### src/frontend_pkg.sv
// Shared RV32I front end types; FBUF_DEPTH must be a power of two and MEM_LATENCY must match the memory
package frontend_pkg;

    // ======================================================================
    // Widths and sizing
    // ======================================================================
    localparam int XLEN        = 32;
    localparam int REG_ADDR_W  = 5;
    localparam int FBUF_DEPTH  = 4;
    localparam int FBUF_PTR_W  = $clog2(FBUF_DEPTH);
    localparam int FBUF_CNT_W  = $clog2(FBUF_DEPTH + 1);
    localparam int MEM_LATENCY = 1;

    typedef logic [XLEN-1:0] word_t;

    // First fetch address out of reset
    localparam word_t RESET_PC = 32'h0000_0000;

    // Major opcodes of the base integer set
    localparam logic [6:0] OP_LUI    = 7'b0110111;
    localparam logic [6:0] OP_AUIPC  = 7'b0010111;
    localparam logic [6:0] OP_JAL    = 7'b1101111;
    localparam logic [6:0] OP_JALR   = 7'b1100111;
    localparam logic [6:0] OP_BRANCH = 7'b1100011;
    localparam logic [6:0] OP_LOAD   = 7'b0000011;
    localparam logic [6:0] OP_STORE  = 7'b0100011;
    localparam logic [6:0] OP_IMM    = 7'b0010011;
    localparam logic [6:0] OP_REG    = 7'b0110011;
    localparam logic [6:0] OP_SYSTEM = 7'b1110011;

    // Coarse class that tells the back end which unit takes the uop
    typedef enum logic [2:0] {ALU, LOAD, STORE, BRANCH, JUMP, UPPER, SYSTEM, ILLEGAL} op_class_e;

    // ======================================================================
    // Instruction formats, all overlaying the same 32-bit word
    // ======================================================================
    typedef struct packed {
        logic [6:0] funct7;
        logic [REG_ADDR_W-1:0] rs2;
        logic [REG_ADDR_W-1:0] rs1;
        logic [2:0] funct3;
        logic [REG_ADDR_W-1:0] rd;
        logic [6:0] opcode;
    } r_fmt_t;

    typedef struct packed {
        logic [11:0] imm;
        logic [REG_ADDR_W-1:0] rs1;
        logic [2:0] funct3;
        logic [REG_ADDR_W-1:0] rd;
        logic [6:0] opcode;
    } i_fmt_t;

    typedef struct packed {
        logic [6:0] imm_11_5;
        logic [REG_ADDR_W-1:0] rs2;
        logic [REG_ADDR_W-1:0] rs1;
        logic [2:0] funct3;
        logic [4:0] imm_4_0;
        logic [6:0] opcode;
    } s_fmt_t;

    // Branch offsets are scrambled so the sign bit stays at bit 31
    typedef struct packed {
        logic imm_12;
        logic [5:0] imm_10_5;
        logic [REG_ADDR_W-1:0] rs2;
        logic [REG_ADDR_W-1:0] rs1;
        logic [2:0] funct3;
        logic [3:0] imm_4_1;
        logic imm_11;
        logic [6:0] opcode;
    } b_fmt_t;

    typedef struct packed {
        logic [19:0] imm_31_12;
        logic [REG_ADDR_W-1:0] rd;
        logic [6:0] opcode;
    } u_fmt_t;

    typedef struct packed {
        logic imm_20;
        logic [9:0] imm_10_1;
        logic imm_11;
        logic [7:0] imm_19_12;
        logic [REG_ADDR_W-1:0] rd;
        logic [6:0] opcode;
    } j_fmt_t;

    typedef union packed {
        r_fmt_t r;
        i_fmt_t i;
        s_fmt_t s;
        b_fmt_t b;
        u_fmt_t u;
        j_fmt_t j;
    } instr_u;

    // ======================================================================
    // Stage payloads
    // ======================================================================
    typedef struct packed {
        word_t addr;
        word_t instr;
    } fetch_entry_t;

    typedef struct packed {
        word_t addr;
        op_class_e op_class;
        logic [REG_ADDR_W-1:0] rd;
        logic [REG_ADDR_W-1:0] rs1;
        logic [REG_ADDR_W-1:0] rs2;
        word_t imm;
        logic use_rd;
        logic use_rs1;
        logic use_rs2;
    } uop_t;

    typedef struct packed {
        logic valid;
        word_t target;
    } redirect_t;

endpackage : frontend_pkg

### src/pc_gen.sv
// Steps by 4 only; a redirect target must be word aligned and takes effect in the same cycle
module pc_gen import frontend_pkg::*; (
    input  logic      clk_i,
    input  logic      rst_n_i,
    input  redirect_t redirect_i,
    input  logic      credit_ok_i,
    output logic      fetch_req_o,
    output word_t     fetch_addr_o
);

    // ======================================================================
    // Sequential address and start-up flag
    // ======================================================================

    // Next address to fetch when no redirect is pending
    word_t pc_q;

    // Low through reset and for the first cycle after it, so no request
    // goes out before the buffer counters hold their reset values
    logic run_q;

    always_ff @(posedge clk_i) begin
        if (!rst_n_i) begin
            run_q <= 1'b0;
        end else begin
            run_q <= 1'b1;
        end
    end

    // The redirect target wins over the sequential address in its own cycle,
    // so the first fetch from the new stream leaves without a bubble
    assign fetch_addr_o = redirect_i.valid ? redirect_i.target : pc_q;

    // A request only leaves when the buffer can take its response
    assign fetch_req_o = run_q & credit_ok_i;

    always_ff @(posedge clk_i) begin
        if (!rst_n_i) begin
            pc_q <= RESET_PC;
        end else if (fetch_req_o) begin
            // Request taken, move on to the following word
            pc_q <= fetch_addr_o + 32'd4;
        end else if (redirect_i.valid) begin
            // No credit right now, so park on the target and fetch it later
            pc_q <= redirect_i.target;
        end
    end

    // ======================================================================
    // Checks
    // ======================================================================

    // Redirect targets come from the back end, and a misaligned one would
    // tear the word stream apart
    a_fetch_aligned : assert property (
        @(posedge clk_i) disable iff (!rst_n_i)
        fetch_req_o |-> (fetch_addr_o[1:0] == 2'b00)
    );

endmodule : pc_gen

### src/fetch_buffer.sv
// Memory must answer exactly MEM_LATENCY cycles after each request; FBUF_DEPTH a power of two
module fetch_buffer import frontend_pkg::*; (
    input  logic         clk_i,
    input  logic         rst_n_i,
    input  logic         flush_i,
    input  logic         fetch_req_i,
    input  word_t        fetch_addr_i,
    input  logic         fetch_valid_i,
    input  word_t        fetch_instr_i,
    input  logic         pop_i,
    output fetch_entry_t entry_o,
    output logic         valid_o,
    output logic         credit_ok_o
);

    // ======================================================================
    // Address pipe, pairs each response with its request address
    // ======================================================================
    word_t addr_pipe_q [MEM_LATENCY];
    word_t resp_addr;

    always_ff @(posedge clk_i) begin
        addr_pipe_q[0] <= fetch_addr_i;
        for (int i = 1; i < MEM_LATENCY; i++) begin
            addr_pipe_q[i] <= addr_pipe_q[i-1];
        end
    end

    assign resp_addr = addr_pipe_q[MEM_LATENCY-1];

    // ======================================================================
    // Entry storage and counters
    // ======================================================================
    fetch_entry_t fifo_q [FBUF_DEPTH];
    logic [FBUF_PTR_W-1:0] wr_ptr_q, rd_ptr_q;
    logic [FBUF_CNT_W-1:0] count_q, inflight_q, kill_q;
    logic wr_en, rd_en;

    // Responses still owed to requests older than the last flush are dropped
    assign wr_en = fetch_valid_i & ~flush_i & (kill_q == '0);
    assign rd_en = pop_i & valid_o & ~flush_i;

    assign valid_o = (count_q != '0);
    assign entry_o = fifo_q[rd_ptr_q];

    // Entries held plus responses on their way must leave room for one more
    assign credit_ok_o = ({1'b0, count_q} + {1'b0, inflight_q}) < (FBUF_CNT_W + 1)'(FBUF_DEPTH);

    always_ff @(posedge clk_i) begin
        if (wr_en) begin
            fifo_q[wr_ptr_q] <= '{addr: resp_addr, instr: fetch_instr_i};
        end
    end

    always_ff @(posedge clk_i) begin
        if (!rst_n_i || flush_i) begin
            wr_ptr_q <= '0;
            rd_ptr_q <= '0;
            count_q  <= '0;
        end else begin
            if (wr_en) wr_ptr_q <= wr_ptr_q + FBUF_PTR_W'(1);
            if (rd_en) rd_ptr_q <= rd_ptr_q + FBUF_PTR_W'(1);
            case ({wr_en, rd_en})
                2'b10:   count_q <= count_q + FBUF_CNT_W'(1);
                2'b01:   count_q <= count_q - FBUF_CNT_W'(1);
                default: count_q <= count_q;
            endcase
        end
    end

    // In-flight tracking keeps running across a flush, since the memory
    // still answers every request it was given
    always_ff @(posedge clk_i) begin
        if (!rst_n_i) begin
            inflight_q <= '0;
            kill_q     <= '0;
        end else begin
            case ({fetch_req_i, fetch_valid_i})
                2'b10:   inflight_q <= inflight_q + FBUF_CNT_W'(1);
                2'b01:   inflight_q <= inflight_q - FBUF_CNT_W'(1);
                default: inflight_q <= inflight_q;
            endcase
            if (flush_i) begin
                // Everything outstanding before this edge belongs to the old stream
                kill_q <= fetch_valid_i ? inflight_q - FBUF_CNT_W'(1) : inflight_q;
            end else if (fetch_valid_i && kill_q != '0) begin
                kill_q <= kill_q - FBUF_CNT_W'(1);
            end
        end
    end

    // Overflow would mean the credit seen by the PC stage was wrong
    a_no_write_full : assert property (
        @(posedge clk_i) disable iff (!rst_n_i)
        wr_en |-> (count_q != FBUF_CNT_W'(FBUF_DEPTH)) || rd_en
    );

    // The decoder may only pull while an entry is shown
    a_no_pop_empty : assert property (
        @(posedge clk_i) disable iff (!rst_n_i)
        (pop_i && !flush_i) |-> valid_o
    );

endmodule : fetch_buffer

### src/rv_decoder.sv
// Decodes base RV32I only; register fields of unused operands are issued as zero
module rv_decoder import frontend_pkg::*; (
    input  logic         clk_i,
    input  logic         rst_n_i,
    input  logic         flush_i,
    input  fetch_entry_t entry_i,
    input  logic         valid_i,
    input  logic         ready_i,
    output logic         pop_o,
    output uop_t         uop_o,
    output logic         valid_o
);

    // ======================================================================
    // Combinational decode
    // ======================================================================
    instr_u ins;
    uop_t   nxt;
    logic   valid_q;

    assign ins = entry_i.instr;

    always_comb begin
        nxt          = '0;
        nxt.addr     = entry_i.addr;
        nxt.op_class = ILLEGAL;
        case (ins.r.opcode)
            OP_LUI, OP_AUIPC: begin
                nxt.op_class = UPPER;
                nxt.use_rd   = 1'b1;
                nxt.imm      = {ins.u.imm_31_12, 12'b0};
            end
            OP_JAL: begin
                nxt.op_class = JUMP;
                nxt.use_rd   = 1'b1;
                nxt.imm      = {{11{ins.j.imm_20}}, ins.j.imm_20, ins.j.imm_19_12,
                                ins.j.imm_11, ins.j.imm_10_1, 1'b0};
            end
            OP_BRANCH: begin
                nxt.op_class = BRANCH;
                nxt.use_rs1  = 1'b1;
                nxt.use_rs2  = 1'b1;
                nxt.imm      = {{19{ins.b.imm_12}}, ins.b.imm_12, ins.b.imm_11,
                                ins.b.imm_10_5, ins.b.imm_4_1, 1'b0};
            end
            OP_STORE: begin
                nxt.op_class = STORE;
                nxt.use_rs1  = 1'b1;
                nxt.use_rs2  = 1'b1;
                nxt.imm      = {{20{ins.s.imm_11_5[6]}}, ins.s.imm_11_5, ins.s.imm_4_0};
            end
            OP_REG: begin
                nxt.op_class = ALU;
                nxt.use_rd   = 1'b1;
                nxt.use_rs1  = 1'b1;
                nxt.use_rs2  = 1'b1;
            end
            // All I-type users share the same immediate and operand set
            OP_JALR, OP_LOAD, OP_IMM, OP_SYSTEM: begin
                nxt.op_class = (ins.r.opcode == OP_JALR) ? JUMP :
                               (ins.r.opcode == OP_LOAD) ? LOAD :
                               (ins.r.opcode == OP_IMM)  ? ALU  : SYSTEM;
                nxt.use_rd   = 1'b1;
                nxt.use_rs1  = 1'b1;
                nxt.imm      = {{20{ins.i.imm[11]}}, ins.i.imm};
            end
            default: begin
                // Unknown opcode, class stays ILLEGAL and no register is touched
            end
        endcase
        // Register indices only travel when the operand is real
        nxt.rd  = nxt.use_rd  ? ins.r.rd  : '0;
        nxt.rs1 = nxt.use_rs1 ? ins.r.rs1 : '0;
        nxt.rs2 = nxt.use_rs2 ? ins.r.rs2 : '0;
    end

    // ======================================================================
    // Stage register
    // ======================================================================

    // Take the head when the register is empty or drains this cycle
    assign pop_o   = valid_i & (~valid_q | ready_i);
    assign valid_o = valid_q;

    always_ff @(posedge clk_i) begin
        if (!rst_n_i || flush_i) begin
            valid_q <= 1'b0;
        end else if (~valid_q | ready_i) begin
            valid_q <= valid_i;
        end
    end

    always_ff @(posedge clk_i) begin
        if (pop_o) begin
            uop_o <= nxt;
        end
    end

endmodule : rv_decoder

### src/issue_stage.sv
// Single entry output register; uop_o is only meaningful while uop_valid_o is high
module issue_stage import frontend_pkg::*; (
    input  logic clk_i,
    input  logic rst_n_i,
    input  logic flush_i,
    input  uop_t uop_i,
    input  logic valid_i,
    output logic ready_o,
    input  logic issue_ready_i,
    output uop_t uop_o,
    output logic uop_valid_o
);

    logic full_q;

    // Room when empty, or when the back end takes the current uop this cycle,
    // and this is the stall seen by the decode stage
    assign ready_o     = ~full_q | issue_ready_i;
    assign uop_valid_o = full_q;

    always_ff @(posedge clk_i) begin
        if (!rst_n_i || flush_i) begin
            full_q <= 1'b0;
        end else if (ready_o) begin
            full_q <= valid_i;
        end
    end

    // Payload only moves on a real transfer from decode
    always_ff @(posedge clk_i) begin
        if (valid_i && ready_o) begin
            uop_o <= uop_i;
        end
    end

    // A stalled uop must not change under the back end
    a_hold_on_stall : assert property (
        @(posedge clk_i) disable iff (!rst_n_i)
        (uop_valid_o && !issue_ready_i && !flush_i) |=> $stable(uop_o) && uop_valid_o
    );

endmodule : issue_stage

### src/front_end.sv
// Memory needs no stall and answers in order after MEM_LATENCY; redirect_i is a one-cycle pulse
module front_end import frontend_pkg::*; (
    input  logic      clk_i,
    input  logic      rst_n_i,
    input  redirect_t redirect_i,
    output logic      fetch_req_o,
    output word_t     fetch_addr_o,
    input  logic      fetch_valid_i,
    input  word_t     fetch_instr_i,
    output logic      uop_valid_o,
    output uop_t      uop_o,
    input  logic      issue_ready_i
);

    // ======================================================================
    // Stage wiring
    // ======================================================================
    logic         flush;
    logic         credit_ok;
    fetch_entry_t fbuf_entry;
    logic         fbuf_valid, fbuf_pop;
    uop_t         dec_uop;
    logic         dec_valid, dec_ready;

    // A redirect kills every younger instruction in every stage
    assign flush = redirect_i.valid;

    pc_gen u_pc_gen (
        .clk_i        ( clk_i        ),
        .rst_n_i      ( rst_n_i      ),
        .redirect_i   ( redirect_i   ),
        .credit_ok_i  ( credit_ok    ),
        .fetch_req_o  ( fetch_req_o  ),
        .fetch_addr_o ( fetch_addr_o )
    );

    fetch_buffer u_fetch_buffer (
        .clk_i         ( clk_i         ),
        .rst_n_i       ( rst_n_i       ),
        .flush_i       ( flush         ),
        .fetch_req_i   ( fetch_req_o   ),
        .fetch_addr_i  ( fetch_addr_o  ),
        .fetch_valid_i ( fetch_valid_i ),
        .fetch_instr_i ( fetch_instr_i ),
        .pop_i         ( fbuf_pop      ),
        .entry_o       ( fbuf_entry    ),
        .valid_o       ( fbuf_valid    ),
        .credit_ok_o   ( credit_ok     )
    );

    rv_decoder u_rv_decoder (
        .clk_i   ( clk_i      ),
        .rst_n_i ( rst_n_i    ),
        .flush_i ( flush      ),
        .entry_i ( fbuf_entry ),
        .valid_i ( fbuf_valid ),
        .ready_i ( dec_ready  ),
        .pop_o   ( fbuf_pop   ),
        .uop_o   ( dec_uop    ),
        .valid_o ( dec_valid  )
    );

    issue_stage u_issue_stage (
        .clk_i         ( clk_i         ),
        .rst_n_i       ( rst_n_i       ),
        .flush_i       ( flush         ),
        .uop_i         ( dec_uop       ),
        .valid_i       ( dec_valid     ),
        .ready_o       ( dec_ready     ),
        .issue_ready_i ( issue_ready_i ),
        .uop_o         ( uop_o         ),
        .uop_valid_o   ( uop_valid_o   )
    );

endmodule : front_end

### config.mk
export PLATFORM = sky130hd
export DESIGN_NAME = front_end
export DESIGN_NICKNAME = d
export VERILOG_FILES = /design/src/frontend_pkg.sv /design/src/pc_gen.sv /design/src/fetch_buffer.sv /design/src/rv_decoder.sv /design/src/issue_stage.sv /design/src/front_end.sv
export SDC_FILE = /design/constraint.sdc
export NUM_CORES = 1
export LEC_CHECK = 0
export BUFFER_PORTS_ARGS = -buffer_cell sky130_fd_sc_hd__buf_4
export CAP_MARGIN = 20
export CORE_MARGIN = 3
export CORE_UTILIZATION = 37
export DETAILED_ROUTE_END_ITERATION = 6
export PLACE_DENSITY = 0.54
export SLEW_MARGIN = 10
export SYNTH_ARGS = -nofsm -noshare
export SYNTH_HDL_FRONTEND = slang
export SYNTH_SLANG_ARGS = --single-unit
### constraint.sdc
create_clock -name clk_i -period 6.83 [get_ports clk_i]
set_clock_uncertainty 0.1 [all_clocks]
set_input_delay 0.3415 -clock clk_i [delete_from_list [all_inputs] [get_ports clk_i]]
set_output_delay 0.3415 -clock clk_i [all_outputs]
set_load 0.1 [all_outputs]
==> flow_summary.json <==
{
  "final_min_period_over_clock_period_pct": 46.2,
  "rsz0062_at_grt": "false",
  "synth_area_leader_cell": "sky130_fd_sc_hd__edfxtp_1",
  "gp_congestion": 0.778,
  "synth_cells": 992,
  "pwr_density_cell_nw_per_um2": 297,
  "power.share.sequential_pct": 51.1,
  "grt_usage_pct": 14.6,
  "timing.hold.worst_path_depth": 3,
  "area_added_between_synthesis_and_finish_pct": 23.9,
  "ys_types": 61,
  "worst_r2r_path_depth": 5,
  "detailed_place.area_um2": 20800,
  "timing.setup.critical_path_class": "register to register",
  "first_iter_violations": 514,
  "worstSkewPairLatency_ps": 590,
  "fp.coreArea_um2": 49400,
  "critical_path.reg2reg.endpoint": "u_rv_decoder.uop_o[16]$_DFFE_PP_",
  "fmax_ghz": 0.317,
  "path_clk_slew_ps": 60,
  "final_period_minus_worst_setup_slack_ps": 3160,
  "power.switching_mw": 1.52,
  "setup.worst_path.end_class": "register",
  "wire_length_of_the_first_global_routing_pass_mm": 59.6,
  "post_synth_most_frequent_cells": "426 x sky130_fd_sc_hd__edfxtp_1, 82 x sky130_fd_sc_hd__dfxtp_1, 63 x sky130_fd_sc_hd__mux4_2, 37 x sky130_fd_sc_hd__nor2_1",
  "synth_area_leaders": "sky130_fd_sc_hd__edfxtp_1 69%, sky130_fd_sc_hd__dfxtp_1 8.8%, sky130_fd_sc_hd__mux4_2 7.6%",
  "tightestPinTransition_ps": 1070,
  "grt_pass1_vias": 9963,
  "fin_total_pwr_mw": 6.85,
  "ys_warn_count": 0,
  "dieWidth_um": 230,
  "critical_path_source_type": "register",
  "clockBufferDepth": 3,
  "detail_route.drc_violations": 0,
  "drt_wl_total_mm": 38.3,
  "synth.yosys.seq_area_share_pct": 77.5,
  "syn_avg_cell_area_um2": 18.8,
  "synth_area_um2": 18600,
  "tritoncts": "done",
  "cp.arrival_ps": 3510,
  "layout.cell_area.non_filler_um2": 23100,
  "vdd_drop_max_v": 0.000195,
  "final.setup.tns_ps": 0,
  "yosysMostFrequentCell": "sky130_fd_sc_hd__edfxtp_1",
  "maximum_number_of_pins_on_one_net_before_global_route_repair": 65,
  "hold_violation_count_in_the_final_report": 0,
  "power.combinational.fraction_pct": 7.3,
  "clkSinkCount": 508,
  "yosys_most_used_dff": "sky130_fd_sc_hd__edfxtp_1",
  "finalNetCount": 1344,
  "vias": 9489,
  "status": "finished, final reports clean",
  "worst_path_max_delay_cell": "sky130_fd_sc_hd__dfxtp_4",
  "cpPeakStageDelay_ps": 800,
  "port_buffers": 187,
  "timing.hold.worst.start": "redirect_i[27]",
  "cts_htree_levels": 2,
  "proportion_of_register_bits_with_asynchronous_set_or_reset_after_synthesis_pct": 0,
  "detail_routed_via_count_per_cell": 4.82,
  "clock-root-buffer": "sky130_fd_sc_hd__clkbuf_16",
  "drive_above_1_share_pct": 29.2,
  "area.sequential_um2": 14400,
  "rows": 81,
  "reg2reg_setup_slack_ps": 3670,
  "critical_path.max_fanout": 32,
  "postCtsSetupBuffers": 0,
  "detailedRoute.firstPassIterationCount": 5,
  "finalSetupViolCount": 0,
  "finalMaxSlewViolations": 0,
  "hold_path_end": "u_fetch_buffer.addr_pipe_q[0][27]$_DFF_P_",
  "critPathRequiredTime_ps": 7180,
  "timing.slew.headroom_pct": 28.8,
  "share_of_yosys_cell_area_claimed_by_the_top_area_cell_type_pct": 68.7,
  "synth_enable_flop_cells": 426,
  "maxCapViolCount": 0,
  "syn_nets": 1075,
  "cellInternalPower_mw": 5.34,
  "multiInputGateArea_um2": 3910,
  "wire_per_inst_um": 19.5,
  "starting_density_of_the_core_pct": 37.7,
  "number_of_antenna_violations_at_the_first_check_in_global_routing": 1,
  "critical_path.cell_chain": "mux4_2, nand2b_1, a2111oi_4, and3_1, a21o_1",
  "hold_class": "primary input to register",
  "detail-route-antenna-nets": 0,
  "p_sw_share_pct": 22.1,
  "area_of_the_die_um2": 53000,
  "cts_buffers": 53,
  "num_ports": 188,
  "fill_cells": 4194,
  "clock_power_share_pct": 41.5,
  "grt.overflow.total": 0,
  "die_y_um": 230,
  "leakage_power_nw": 8.09,
  "detailed_place_hpwl_mm": 23.9,
  "synth_seq_cells": 508
}
==> what timing repair did <==
item                                   4_1_cts  5_1_grt
hold buffers                                53        0
gates resized for setup                      0        0
endpoints found under the hold margin      156        0
setup endpoints to repair                    0        0
==> per-stage QoR <==
| stage | utilization [%] | instances | hold slack, ps | setup slack [ps] |
|---|---|---|---|---|
| 6_report | 46.7 | 1967 | 42.4 | 3670 |
| 5_1_grt | 46.7 | 1967 | 30.6 | 3430 |
| 4_1_cts | 46.7 | 1966 | 1.33 | 3580 |
| 3_5_place_dp | 42.1 | 1817 | 305 | 3600 |
| 3_3_place_gp | 42.1 | 1816 | 304 | 3670 |
| 2_1_floorplan | - | 992 | 269 | 1450 |
==> cells in the final DEF (no fill, tap or decap), types with 6 or more instances in the layout <==
cell,n
sky130_fd_sc_hd__clkinv_2,9
sky130_fd_sc_hd__clkinv_1,13
sky130_fd_sc_hd__edfxtp_1,426
sky130_fd_sc_hd__clkbuf_1,11
sky130_fd_sc_hd__bufinv_16,7
sky130_fd_sc_hd__nor3b_1,6
sky130_fd_sc_hd__nor4_1,6
sky130_fd_sc_hd__and2_1,29
sky130_fd_sc_hd__mux2i_1,16
sky130_fd_sc_hd__ha_1,13
sky130_fd_sc_hd__nand2b_1,7
sky130_fd_sc_hd__xor2_1,8
sky130_fd_sc_hd__a21oi_1,32
sky130_fd_sc_hd__mux4_2,63
sky130_fd_sc_hd__nor2_1,37
sky130_fd_sc_hd__or4_1,7
sky130_fd_sc_hd__buf_4,198
sky130_fd_sc_hd__nor2b_1,7
sky130_fd_sc_hd__xnor2_1,9
sky130_fd_sc_hd__dfxtp_1,80
sky130_fd_sc_hd__dlygate4sd3_1,53
sky130_fd_sc_hd__o21ai_0,12
sky130_fd_sc_hd__nand3_1,11
sky130_fd_sc_hd__clkbuf_16,54
sky130_fd_sc_hd__a21o_1,23
sky130_fd_sc_hd__nor3_1,11
sky130_fd_sc_hd__inv_1,28
sky130_fd_sc_hd__nand2_1,23
sky130_fd_sc_hd__mux2_2,18
sky130_fd_sc_hd__o31ai_1,6
==> final cells by class <==
cell class	instances	share of cell area [%]
flip-flops and latches	508	62.6
multi-input cells	417	17.0
repair buffers	252	8.83
clock buffers	66	6.10
well taps	664	3.60
clock inverters	30	1.39
inverters	29	0.472
diodes	1	0.0109
==> metal layers <==
metal  vias to the layer above  part of all wire (%)  GRT usage, %
met1                      4736                    44          19.6
met4                         0                   2.0          4.11
met3                        56                   5.8          3.16
met2                       265                    48          24.1
met5                         -                     0             0
li1                       4432                     -             -
==> power groups by stage <==
stage,combinational (mW),sequential (mW),clock (mW)
2_1_floorplan,0.311,3.59,0
3_3_place_gp,0.477,3.57,0
3_5_place_dp,0.481,3.57,0
4_1_cts,0.509,3.50,2.95
5_1_grt,0.541,3.51,3.08
6_report,0.502,3.50,2.85
==> critical path: cells and delay by family, from the launching register on <==
kind,cells,cell delay (ps)
flip-flops,1,800
AO/OA/AOI/OAI,2,740
AND/OR/NAND/NOR,2,690
multiplexers,1,690
==> worst max path at each step <==
stage / to / slack (ps) / cells after the start
3_5_place_dp: u_rv_decoder.uop_o[16]$_DFFE_PP_ / 3600 / 5
2_1_floorplan: u_issue_stage.uop_o[0]$_DFFE_PP_ / 1450 / 2
5_1_grt: u_rv_decoder.uop_o[18]$_DFFE_PP_ / 3430 / 5
6_report: u_rv_decoder.uop_o[16]$_DFFE_PP_ / 3670 / 5
4_1_cts: u_rv_decoder.uop_o[18]$_DFFE_PP_ / 3580 / 5
3_3_place_gp: u_rv_decoder.uop_o[19]$_DFFE_PP_ / 3670 / 5
==> kinds of logic (layout without fill, tap and decap cells) <==
logic type | after synthesis | count (layout) | share of synthesized area [%]
buffers and inverters | 67 | 377 | 1.60
DFF | 508 | 508 | 77.5
AOI/OAI and AO/OA | 106 | 106 | 3.91
muxes | 97 | 97 | 9.57
adders and majority gates | 14 | 14 | 0.981
and+or+nand+nor | 183 | 183 | 5.61
other | 0 | 1 | 0
xor gates and xnor gates | 17 | 17 | 0.800
==> registers in the layout, summed over array words and instances, names as in the netlist, 2 cells and up, named ones only <==
signal,cells
u_fetch_buffer.fifo_q,256
u_issue_stage.uop_o,85
u_rv_decoder.uop_o,85
u_fetch_buffer.addr_pipe_q,32
u_pc_gen.pc_q,32
u_fetch_buffer.count_q,3
u_fetch_buffer.inflight_q,3
u_fetch_buffer.kill_q,3
u_fetch_buffer.rd_ptr_q,2
u_fetch_buffer.wr_ptr_q,2
(Power assumes the default switching activity.)
